[src/hw/loader_pkg.sv]
// Widths, download codes and button positions assume the 20-bit host joystick layout and 27-bit SDRAM space
package loader_pkg;

	// ====================
	// Widths
	// ====================
	localparam int HALF_W     = 16;
	localparam int WORD_W     = 32;
	localparam int ADDR_W     = 27;
	localparam int PIF_ADDR_W = 9;
	localparam int JOY_W      = 20;
	localparam int NUM_PADS   = 4;

	// ====================
	// Types
	// ====================
	typedef logic [HALF_W-1:0]     half_t;
	typedef logic [WORD_W-1:0]     word_t;
	typedef logic [ADDR_W-1:0]     addr_t;
	typedef logic [PIF_ADDR_W-1:0] pif_addr_t;
	typedef logic [JOY_W-1:0]      joy_t;
	// Bit 0 is player 1
	typedef logic [NUM_PADS-1:0]   pad_vec_t;

	// Cartridge image sits 8 MiB into SDRAM
	localparam addr_t CART_BASE = addr_t'(8388608);

	// Download index codes, low 6 bits of the host index
	localparam logic [5:0] IDX_PIFROM = 6'd0;
	localparam logic [5:0] IDX_CART   = 6'd1;

	// ====================
	// Joystick bits
	// ====================
	localparam int BTN_RIGHT   = 0;
	localparam int BTN_LEFT    = 1;
	localparam int BTN_DOWN    = 2;
	localparam int BTN_UP      = 3;
	localparam int BTN_A       = 4;
	localparam int BTN_B       = 5;
	localparam int BTN_START   = 6;
	localparam int BTN_L       = 7;
	localparam int BTN_R       = 8;
	localparam int BTN_Z       = 9;
	localparam int BTN_C_UP    = 10;
	localparam int BTN_C_RIGHT = 11;
	localparam int BTN_C_DOWN  = 12;
	localparam int BTN_C_LEFT  = 13;
	// Held for the savestate menu
	localparam int SS_BUTTON   = 14;

endpackage

[src/hw/word_bus_if.sv]
// Half-word write stream with no handshake; addr and data are only valid while wr is high
`timescale 1ns/1ns

interface word_bus_if;

	// Download for this target is running
	logic              active;
	// One-cycle write strobe
	logic              wr;
	// Host byte address, bit 1 selects the half
	loader_pkg::addr_t addr;
	loader_pkg::half_t data;

	modport ctrl (
		output active,
		output wr,
		output addr,
		output data
	);

	modport packer (
		input active,
		input wr,
		input addr,
		input data
	);

endinterface

[src/hw/download_ctrl.sv]
// Host must not raise ioctl_wr while ioctl_wait is high; only index codes 0 and 1 are decoded
`timescale 1ns/1ns

module download_ctrl (
	input  logic              clk_1x,
	input  logic              rst,
	input  logic              ioctl_download,
	input  logic [7:0]        ioctl_index,
	input  loader_pkg::addr_t ioctl_addr,
	input  loader_pkg::half_t ioctl_dout,
	input  logic              ioctl_wr,
	input  logic              ram_ready,
	input  logic              img_mounted,
	input  logic              img_readonly,
	input  logic [31:0]       img_size,
	input  logic              bk_load_cmd,
	input  logic              bk_save_cmd,
	input  logic              autosave_off,
	input  logic              osd_status,
	input  logic              bk_pending,
	word_bus_if.ctrl          pif_bus,
	word_bus_if.ctrl          cart_bus,
	output logic              ioctl_wait,
	output logic              cart_loaded,
	output logic              use_img,
	output logic              bk_load,
	output logic              bk_save,
	output logic              led_busy
);

	logic              pif_active;
	logic              cart_active;
	logic              cart_active_d;
	logic              pif_wr;
	logic              cart_wr;
	logic              cart_hi_wr;
	loader_pkg::addr_t wr_addr;
	loader_pkg::half_t wr_data;

	// ====================
	// Target decode and forwarding
	// ====================
	always_ff @(posedge clk_1x) begin
		if (rst) begin
			pif_active  <= 1'b0;
			cart_active <= 1'b0;
			pif_wr      <= 1'b0;
			cart_wr     <= 1'b0;
		end else begin
			pif_active  <= ioctl_download && (ioctl_index[5:0] == loader_pkg::IDX_PIFROM);
			cart_active <= ioctl_download && (ioctl_index[5:0] == loader_pkg::IDX_CART);
			// Strobe only reaches the bus whose download was already running
			pif_wr      <= pif_active && ioctl_wr;
			cart_wr     <= cart_active && ioctl_wr;
		end
	end

	always_ff @(posedge clk_1x) begin
		if (ioctl_wr) begin
			wr_addr <= ioctl_addr;
			wr_data <= ioctl_dout;
		end
	end

	// Both buses share the same payload registers
	assign pif_bus.active  = pif_active;
	assign pif_bus.wr      = pif_wr;
	assign pif_bus.addr    = wr_addr;
	assign pif_bus.data    = wr_data;

	assign cart_bus.active = cart_active;
	assign cart_bus.wr     = cart_wr;
	assign cart_bus.addr   = wr_addr;
	assign cart_bus.data   = wr_data;

	// ====================
	// SDRAM wait level
	// ====================
	// High half on the cart bus means the packer fires ram_wr next edge
	assign cart_hi_wr = cart_wr && wr_addr[1];

	always_ff @(posedge clk_1x) begin
		if (rst) begin
			ioctl_wait <= 1'b0;
		end else if (!cart_active) begin
			ioctl_wait <= 1'b0;
		end else if (cart_hi_wr) begin
			ioctl_wait <= 1'b1;
		end else if (ram_ready) begin
			ioctl_wait <= 1'b0;
		end
	end

	// ====================
	// Cart and backup flags
	// ====================
	always_ff @(posedge clk_1x) begin
		if (rst) begin
			cart_active_d <= 1'b0;
			cart_loaded   <= 1'b0;
			use_img       <= 1'b0;
			bk_load       <= 1'b0;
			bk_save       <= 1'b0;
		end else begin
			cart_active_d <= cart_active;
			if (cart_active) begin
				cart_loaded <= 1'b1;
			end
			// New cart drops the old image; a writable mount wins if both happen
			if (cart_active && !cart_active_d) begin
				use_img <= 1'b0;
			end
			if (img_mounted && (img_size != '0) && !img_readonly) begin
				use_img <= 1'b1;
			end
			bk_load <= bk_load_cmd || (cart_active && img_mounted);
			bk_save <= bk_save_cmd || (osd_status && !autosave_off);
		end
	end

	assign led_busy = cart_active || bk_pending;

	// Host respects back-pressure from the SDRAM path
	a_no_wr_in_wait: assert property (@(posedge clk_1x) disable iff (rst)
		ioctl_wait |-> !ioctl_wr)
		else $error("ioctl_wr raised while ioctl_wait is high");

	// Packers never see overlapping downloads
	a_one_target: assert property (@(posedge clk_1x) disable iff (rst)
		!(pif_bus.active && cart_bus.active))
		else $error("both download targets active");

endmodule

[src/hw/word_packer.sv]
// Low half must arrive before its high half; ports narrower than ADDR_W are taken as word addressed
`timescale 1ns/1ns

module word_packer #(
	parameter type               out_addr_t = loader_pkg::addr_t,
	parameter bit                SWAP_BYTES = 1'b0,
	parameter loader_pkg::addr_t BASE_ADDR  = '0
) (
	input  logic              clk_1x,
	input  logic              rst,
	word_bus_if.packer        bus,
	output out_addr_t         out_addr,
	output loader_pkg::word_t out_data,
	output logic              out_wr
);

	localparam int OUT_W     = $bits(out_addr_t);
	localparam bit WORD_ADDR = OUT_W < loader_pkg::ADDR_W;

	logic              half_wr;
	loader_pkg::addr_t byte_addr;
	out_addr_t         mapped_addr;
	loader_pkg::half_t in_half;

	assign half_wr   = bus.active && bus.wr;
	assign byte_addr = bus.addr + BASE_ADDR;

	// ====================
	// Address mapping
	// ====================
	generate
		if (WORD_ADDR) begin : g_word_addr
			// Drop the byte offset within the 32-bit word
			assign mapped_addr = byte_addr[OUT_W+1:2];
		end else begin : g_byte_addr
			assign mapped_addr = byte_addr[OUT_W-1:0];
		end
	endgenerate

	assign in_half = SWAP_BYTES ? {bus.data[7:0], bus.data[15:8]} : bus.data;

	// ====================
	// Half assembly
	// ====================
	always_ff @(posedge clk_1x) begin
		if (half_wr) begin
			if (!bus.addr[1]) begin
				out_addr <= mapped_addr;
				// Swapped words are fully byte reversed, so the halves trade places too
				if (SWAP_BYTES) begin
					out_data[31:16] <= in_half;
				end else begin
					out_data[15:0] <= in_half;
				end
			end else begin
				if (SWAP_BYTES) begin
					out_data[15:0] <= in_half;
				end else begin
					out_data[31:16] <= in_half;
				end
			end
		end
	end

	always_ff @(posedge clk_1x) begin
		if (rst) begin
			out_wr <= 1'b0;
		end else begin
			out_wr <= half_wr && bus.addr[1];
		end
	end

	// Each word needs two host writes, so strobes are never back to back
	a_no_double_wr: assert property (@(posedge clk_1x) disable iff (rst)
		out_wr |=> !out_wr)
		else $error("out_wr fired on consecutive cycles");

endmodule

[src/hw/pad_mapper.sv]
// Purely combinational; player 1 reads all zero while its savestate button is held
`timescale 1ns/1ns

module pad_mapper (
	input  loader_pkg::joy_t     joy_0,
	input  loader_pkg::joy_t     joy_1,
	input  loader_pkg::joy_t     joy_2,
	input  loader_pkg::joy_t     joy_3,
	output loader_pkg::pad_vec_t pad_a,
	output loader_pkg::pad_vec_t pad_b,
	output loader_pkg::pad_vec_t pad_z,
	output loader_pkg::pad_vec_t pad_start,
	output loader_pkg::pad_vec_t pad_dpad_up,
	output loader_pkg::pad_vec_t pad_dpad_down,
	output loader_pkg::pad_vec_t pad_dpad_left,
	output loader_pkg::pad_vec_t pad_dpad_right,
	output loader_pkg::pad_vec_t pad_l,
	output loader_pkg::pad_vec_t pad_r,
	output loader_pkg::pad_vec_t pad_c_up,
	output loader_pkg::pad_vec_t pad_c_down,
	output loader_pkg::pad_vec_t pad_c_left,
	output loader_pkg::pad_vec_t pad_c_right
);

	// Index 0 is player 1
	loader_pkg::joy_t [loader_pkg::NUM_PADS-1:0] joys;

	// Gather one button across all players
	function automatic loader_pkg::pad_vec_t btn_vec(
		input loader_pkg::joy_t [loader_pkg::NUM_PADS-1:0] j,
		input int pos
	);
		loader_pkg::pad_vec_t v;
		for (int p = 0; p < loader_pkg::NUM_PADS; p++) begin
			v[p] = j[p][pos];
		end
		return v;
	endfunction

	// Savestate hotkey combos must not leak into the game
	assign joys[0] = joy_0[loader_pkg::SS_BUTTON] ? '0 : joy_0;
	assign joys[1] = joy_1;
	assign joys[2] = joy_2;
	assign joys[3] = joy_3;

	// ====================
	// Button vectors
	// ====================
	assign pad_a          = btn_vec(joys, loader_pkg::BTN_A);
	assign pad_b          = btn_vec(joys, loader_pkg::BTN_B);
	assign pad_z          = btn_vec(joys, loader_pkg::BTN_Z);
	assign pad_start      = btn_vec(joys, loader_pkg::BTN_START);
	assign pad_dpad_up    = btn_vec(joys, loader_pkg::BTN_UP);
	assign pad_dpad_down  = btn_vec(joys, loader_pkg::BTN_DOWN);
	assign pad_dpad_left  = btn_vec(joys, loader_pkg::BTN_LEFT);
	assign pad_dpad_right = btn_vec(joys, loader_pkg::BTN_RIGHT);
	assign pad_l          = btn_vec(joys, loader_pkg::BTN_L);
	assign pad_r          = btn_vec(joys, loader_pkg::BTN_R);
	assign pad_c_up       = btn_vec(joys, loader_pkg::BTN_C_UP);
	assign pad_c_down     = btn_vec(joys, loader_pkg::BTN_C_DOWN);
	assign pad_c_left     = btn_vec(joys, loader_pkg::BTN_C_LEFT);
	assign pad_c_right    = btn_vec(joys, loader_pkg::BTN_C_RIGHT);

endmodule

[src/hw/core_loader_top.sv]
// SDRAM must answer each ram_wr with a ram_ready pulse; boot-ROM writes are taken without back-pressure
`timescale 1ns/1ns

module core_loader_top #(
	parameter loader_pkg::addr_t CART_OFFSET = loader_pkg::CART_BASE
) (
	input  logic                 clk_1x,
	input  logic                 rst,
	input  logic                 ioctl_download,
	input  logic [7:0]           ioctl_index,
	input  loader_pkg::addr_t    ioctl_addr,
	input  loader_pkg::half_t    ioctl_dout,
	input  logic                 ioctl_wr,
	input  logic                 ram_ready,
	input  logic                 img_mounted,
	input  logic                 img_readonly,
	input  logic [31:0]          img_size,
	input  logic                 bk_load_cmd,
	input  logic                 bk_save_cmd,
	input  logic                 autosave_off,
	input  logic                 osd_status,
	input  logic                 bk_pending,
	input  loader_pkg::joy_t     joy_0,
	input  loader_pkg::joy_t     joy_1,
	input  loader_pkg::joy_t     joy_2,
	input  loader_pkg::joy_t     joy_3,
	output logic                 ioctl_wait,
	output loader_pkg::pif_addr_t pifrom_wraddress,
	output loader_pkg::word_t    pifrom_wrdata,
	output logic                 pifrom_wren,
	output loader_pkg::addr_t    ram_addr,
	output loader_pkg::word_t    ram_data,
	output logic                 ram_wr,
	output logic                 cart_loaded,
	output logic                 use_img,
	output logic                 bk_load,
	output logic                 bk_save,
	output logic                 led_busy,
	output loader_pkg::pad_vec_t pad_a,
	output loader_pkg::pad_vec_t pad_b,
	output loader_pkg::pad_vec_t pad_z,
	output loader_pkg::pad_vec_t pad_start,
	output loader_pkg::pad_vec_t pad_dpad_up,
	output loader_pkg::pad_vec_t pad_dpad_down,
	output loader_pkg::pad_vec_t pad_dpad_left,
	output loader_pkg::pad_vec_t pad_dpad_right,
	output loader_pkg::pad_vec_t pad_l,
	output loader_pkg::pad_vec_t pad_r,
	output loader_pkg::pad_vec_t pad_c_up,
	output loader_pkg::pad_vec_t pad_c_down,
	output loader_pkg::pad_vec_t pad_c_left,
	output loader_pkg::pad_vec_t pad_c_right
);

	word_bus_if pif_bus ();
	word_bus_if cart_bus ();

	// ====================
	// Download path
	// ====================
	download_ctrl download_ctrl_inst (
		.clk_1x         (clk_1x),
		.rst            (rst),
		.ioctl_download (ioctl_download),
		.ioctl_index    (ioctl_index),
		.ioctl_addr     (ioctl_addr),
		.ioctl_dout     (ioctl_dout),
		.ioctl_wr       (ioctl_wr),
		.ram_ready      (ram_ready),
		.img_mounted    (img_mounted),
		.img_readonly   (img_readonly),
		.img_size       (img_size),
		.bk_load_cmd    (bk_load_cmd),
		.bk_save_cmd    (bk_save_cmd),
		.autosave_off   (autosave_off),
		.osd_status     (osd_status),
		.bk_pending     (bk_pending),
		.pif_bus        (pif_bus.ctrl),
		.cart_bus       (cart_bus.ctrl),
		.ioctl_wait     (ioctl_wait),
		.cart_loaded    (cart_loaded),
		.use_img        (use_img),
		.bk_load        (bk_load),
		.bk_save        (bk_save),
		.led_busy       (led_busy)
	);

	// Boot ROM wants big-endian words at word addresses
	word_packer #(
		.out_addr_t (loader_pkg::pif_addr_t),
		.SWAP_BYTES (1'b1),
		.BASE_ADDR  ('0)
	) pif_packer_inst (
		.clk_1x   (clk_1x),
		.rst      (rst),
		.bus      (pif_bus.packer),
		.out_addr (pifrom_wraddress),
		.out_data (pifrom_wrdata),
		.out_wr   (pifrom_wren)
	);

	word_packer #(
		.out_addr_t (loader_pkg::addr_t),
		.SWAP_BYTES (1'b0),
		.BASE_ADDR  (CART_OFFSET)
	) cart_packer_inst (
		.clk_1x   (clk_1x),
		.rst      (rst),
		.bus      (cart_bus.packer),
		.out_addr (ram_addr),
		.out_data (ram_data),
		.out_wr   (ram_wr)
	);

	// ====================
	// Controllers
	// ====================
	pad_mapper pad_mapper_inst (
		.joy_0          (joy_0),
		.joy_1          (joy_1),
		.joy_2          (joy_2),
		.joy_3          (joy_3),
		.pad_a          (pad_a),
		.pad_b          (pad_b),
		.pad_z          (pad_z),
		.pad_start      (pad_start),
		.pad_dpad_up    (pad_dpad_up),
		.pad_dpad_down  (pad_dpad_down),
		.pad_dpad_left  (pad_dpad_left),
		.pad_dpad_right (pad_dpad_right),
		.pad_l          (pad_l),
		.pad_r          (pad_r),
		.pad_c_up       (pad_c_up),
		.pad_c_down     (pad_c_down),
		.pad_c_left     (pad_c_left),
		.pad_c_right    (pad_c_right)
	);

endmodule

[config.mk]
export PLATFORM = sky130hd
export DESIGN_NAME = core_loader_top
export DESIGN_NICKNAME = d
export VERILOG_FILES = /design/src/hw/loader_pkg.sv /design/src/hw/word_bus_if.sv /design/src/hw/download_ctrl.sv /design/src/hw/word_packer.sv /design/src/hw/pad_mapper.sv /design/src/hw/core_loader_top.sv
export SDC_FILE = /design/constraint.sdc
export NUM_CORES = 1
export LEC_CHECK = 0
export BUFFER_PORTS_ARGS = -buffer_cell sky130_fd_sc_hd__buf_4
export CELL_PAD_IN_SITES_DETAIL_PLACEMENT = 0
export CELL_PAD_IN_SITES_GLOBAL_PLACEMENT = 1
export CORE_ASPECT_RATIO = 0.7
export CORE_UTILIZATION = 33
export DETAILED_ROUTE_END_ITERATION = 7
export PLACE_DENSITY_LB_ADDON = 0.1
export SYNTH_ARGS = -nofsm -noshare
export SYNTH_HDL_FRONTEND = slang
export SYNTH_SLANG_ARGS = --single-unit
[constraint.sdc]
create_clock -name clk_1x -period 3.5 [get_ports clk_1x]
set_clock_uncertainty 0.05 [all_clocks]
set_input_delay 0.175 -clock clk_1x [delete_from_list [all_inputs] [get_ports clk_1x]]
set_output_delay 0.175 -clock clk_1x [all_outputs]
set_load 0.05 [all_outputs]
==> impl_results.md <==
* Async SR Flop Fraction at 0%
* Net Sw Frac at 20.5%
* H-tree depth at 4
* Slew HR at 36.4%
* Core Box Area at 15,500 um^2
* Starting Density at 33.8%
* Inst Count DP at 646
* Share of post-route cells with drive strength above 1 at 49.7%
* GPL Wtd Cong at 0.710
* DP Area at 6910 um^2
* Post-synth EDFFs at 143
* Clock share of power at 41.9%
* # IOs at 339
* Die ar. at 16,400 um^2
* Final setup margin at 1660 ps
* Layout Utilization at 51.5%
* Final hold vios at 0
* Startpoint types: input port
* Synth Flop Type: edfxtp_1
* Register area at 4530 um^2
* Commonest cells after routing, fill and taps aside: buf_4 (231), edfxtp_1 (143), dlygate4sd3_1 (53)
* Detailed Routing Iterations Pass 1 at 6
* Area of the multi-input gates at 377 um^2
* Die span in x at 153 um
* Syn_nets at 435
* Final Instance Area at 7980 um^2
* CTS clk-pin slew, worst paths at 60 ps
* R2r startpoint: download_ctrl_inst.cart_bus.active$_SDFF_PP0_
* Pwr dens at 503 nW/um^2
* RSZ-0062 raised after global routing: false
* Setup TNS at 0 ps
* Minimum clock period after layout at 1840 ps
* Synth Register Bits at 155
* Register area share after synthesis at 86.6%
* Maximum clock path buffer count at 2
* GRT Util Overall at 14.3%
* Post-Syn Instances at 259
* # clock sinks at 155
* Ranking of synthesized cells by area: edfxtp_1 (82%), buf_4 (6.2%), dfxtp_1 (4.6%)
* Max IR drop VDD at 0.357 mV
* RR Endpoint: download_ctrl_inst.bk_load$_SDFF_PP0_
* CP Launch Point: bk_save_cmd
* Die Span Y at 107 um
* Final setup viols at 0
* Syn. warnings at 0
* R2R cell count at 4
* Vias in the first global route at 3,070
* Hold Path Class: input port to flop
* Cts bufs inserted at 17
* Commonest non-fill, non-tap cell in the layout: buf_4
* Vias/cell at 4.15
* Synthesized area at 5240 um^2
* Leak at 3.19 nW
* Gr ovfl total at 0
* Hpwl dp at 7680 um
* DR DRC count at 15
* Row count at 38
* Critical Path Stages at 6
* Slowest CP cell: dlygate4sd3_1
* Failing checks: DRC
* Worst path cell trace: dlygate4sd3_1 > buf_4 > a21oi_1 > dlygate4sd3_1 > nor2_1 > dlygate4sd3_1
* Final Net Count at 694
* Hold Slack at 30.5 ps
* Fin cells at 731
* Area grow syn2layout at 52.4%
* CTS tree: built
* Filler cells at 1,314
* CP Class: input port to flop
* CP peak stage delay at 560 ps
* Clk_lat worst skew at 410 ps
* Power Total at 4.02 mW
* Avg WL per Cell at 15.5 um
* Fin crit share at 52.7%
* Syn avg cell area at 20.2 um^2
* Internal power at 3.19 mW
* CP endpoint kind: flop
* Post-synth top area cell: edfxtp_1
* Clk root buf: clkbuf_16
* Maximum number of pins on one net before global-route repair at 46
* Req. time, crit path at 3750 ps
* Max Cap Viol at 0
* Share of the synthesized area in the top cell type at 82.0%
* CP endpoint: download_ctrl_inst.bk_save$_SDFF_PP0_
* R2r setup slk at 1670 ps
* Sw power at 825 uW
* Vias at 3,035
* Post-cts gate resize count at 0
* F_max at 0.542 GHz
* Status: finished, violations left
* Setup bufs post-CTS at 0
* Pre-CTS worst setup slack at 1700 ps
* Antenna Nets Post-Route at 0
* Antenna diodes at 0
* First DRT Iteration DRCs at 176
* Max Slew Vio Count at 0
* CP bufs+invs at 4
* Worst slew pin tran at 953 ps
* Sequential power share at 52.4%
* Logic pwr share at 5.7%
* Delay-heaviest family, CP: buffers and inverters
* Port bufs at 229
* Initial antenna violation count at 0
* Worst Path Max Fanout at 1
* Most frequent cell on the critical path: dlygate4sd3_1
* Crit path arrival time at 2090 ps
* DRT Wirelength at 11,400 um
* First-pass GRT wire length at 17,000 um
* Yosys cell types at 27
[synth_stat cells, types with 2 or more instances]
cell and number:
edfxtp_1 143, a21oi_1 3, buf_4 43, dfxtp_1 12
nand2_1 4, and3_1 2, nor2_1 7, inv_1 3
nor2b_1 11, nor4_1 8, and2b_1 6, and4_1 2
[power by group through the flow]
stage	sequential [mW]	combinational, mW	clock (mW)
global placement	2.14	0.182	0
floorplan	2.14	0.182	0
global route	2.11	0.246	1.81
CTS	2.10	0.233	1.72
finish	2.10	0.230	1.68
detailed placement	2.14	0.184	0
[routing by layer]
layer / global-route usage, % / up-vias / routed length [um]
met3: 5.84 / 26 / 1050
met1: 16.6 / 1414 / 4420
met2: 23.6 / 147 / 5670
met5: 0 / - / 0
met4: 5.70 / 0 / 215
li1: - / 1448 / -
[cell families (layout without fill, tap and decap cells)]
logic type	count (synthesis)	in the layout	synth area share (%)
adders and majority gates	1	1	0.239
and+or+nand+nor	49	49	5.80
xor gates and xnor gates	2	2	0.334
AOI/OAI and AO/OA	5	5	0.621
DFF	155	155	86.6
buffers and inverters	47	319	6.45
[area by class of cell]
cell class                 count  area share [%]
timing repair buffer         284            28.4
clock inverter                15            1.50
sequential                   155            56.8
multi-input combinational     57            4.72
inverter                       3           0.141
clock buffer                  17            5.33
tap                          200            3.13
[worst min-delay path, delay by kind of cell]
kind	cells	cell delay [ps]
buf+inv	1	80
simple gates	2	190
[worst min-delay path by stage]
stage	depth (start not counted)	slack (ps)	from	to
finish	3	30	ioctl_index[4]	download_ctrl_inst.cart_bus.active$_SDFF_PP0_
global route	3	10	ioctl_index[4]	download_ctrl_inst.cart_bus.active$_SDFF_PP0_
CTS	3	9	ioctl_index[4]	download_ctrl_inst.cart_bus.active$_SDFF_PP0_
detailed placement	0	300	joy_1[11]	pad_c_right[1]
global placement	0	300	joy_1[11]	pad_c_right[1]
floorplan	1	200	ioctl_index[0]	download_ctrl_inst.pif_bus.active$_SDFF_PP0_
[sequential cells by signal, summed over array words and instances (netlist names)]
register and cells:
download_ctrl_inst.ioctl_wait 1, cart_packer_inst.out_data 32, download_ctrl_inst.cart_bus.addr 27, cart_packer_inst.out_addr 27
download_ctrl_inst.cart_bus.data 16, download_ctrl_inst.cart_bus.active 1, pif_packer_inst.out_data 32, pif_packer_inst.out_addr 9
download_ctrl_inst.bk_load 1, download_ctrl_inst.use_img 1, pif_packer_inst.out_wr 1, cart_packer_inst.out_wr 1
download_ctrl_inst.pif_bus.active 1, download_ctrl_inst.pif_bus.wr 1, download_ctrl_inst.cart_active_d 1, download_ctrl_inst.bk_save 1
download_ctrl_inst.cart_bus.wr 1, download_ctrl_inst.cart_loaded 1
[timing repair]
item / in CTS / in global routing
endpoints found under the setup margin: 0 / 0
hold endpoints to repair: 51 / 0
hold buffers: 53 / 0
(Power assumes the default switching activity.)
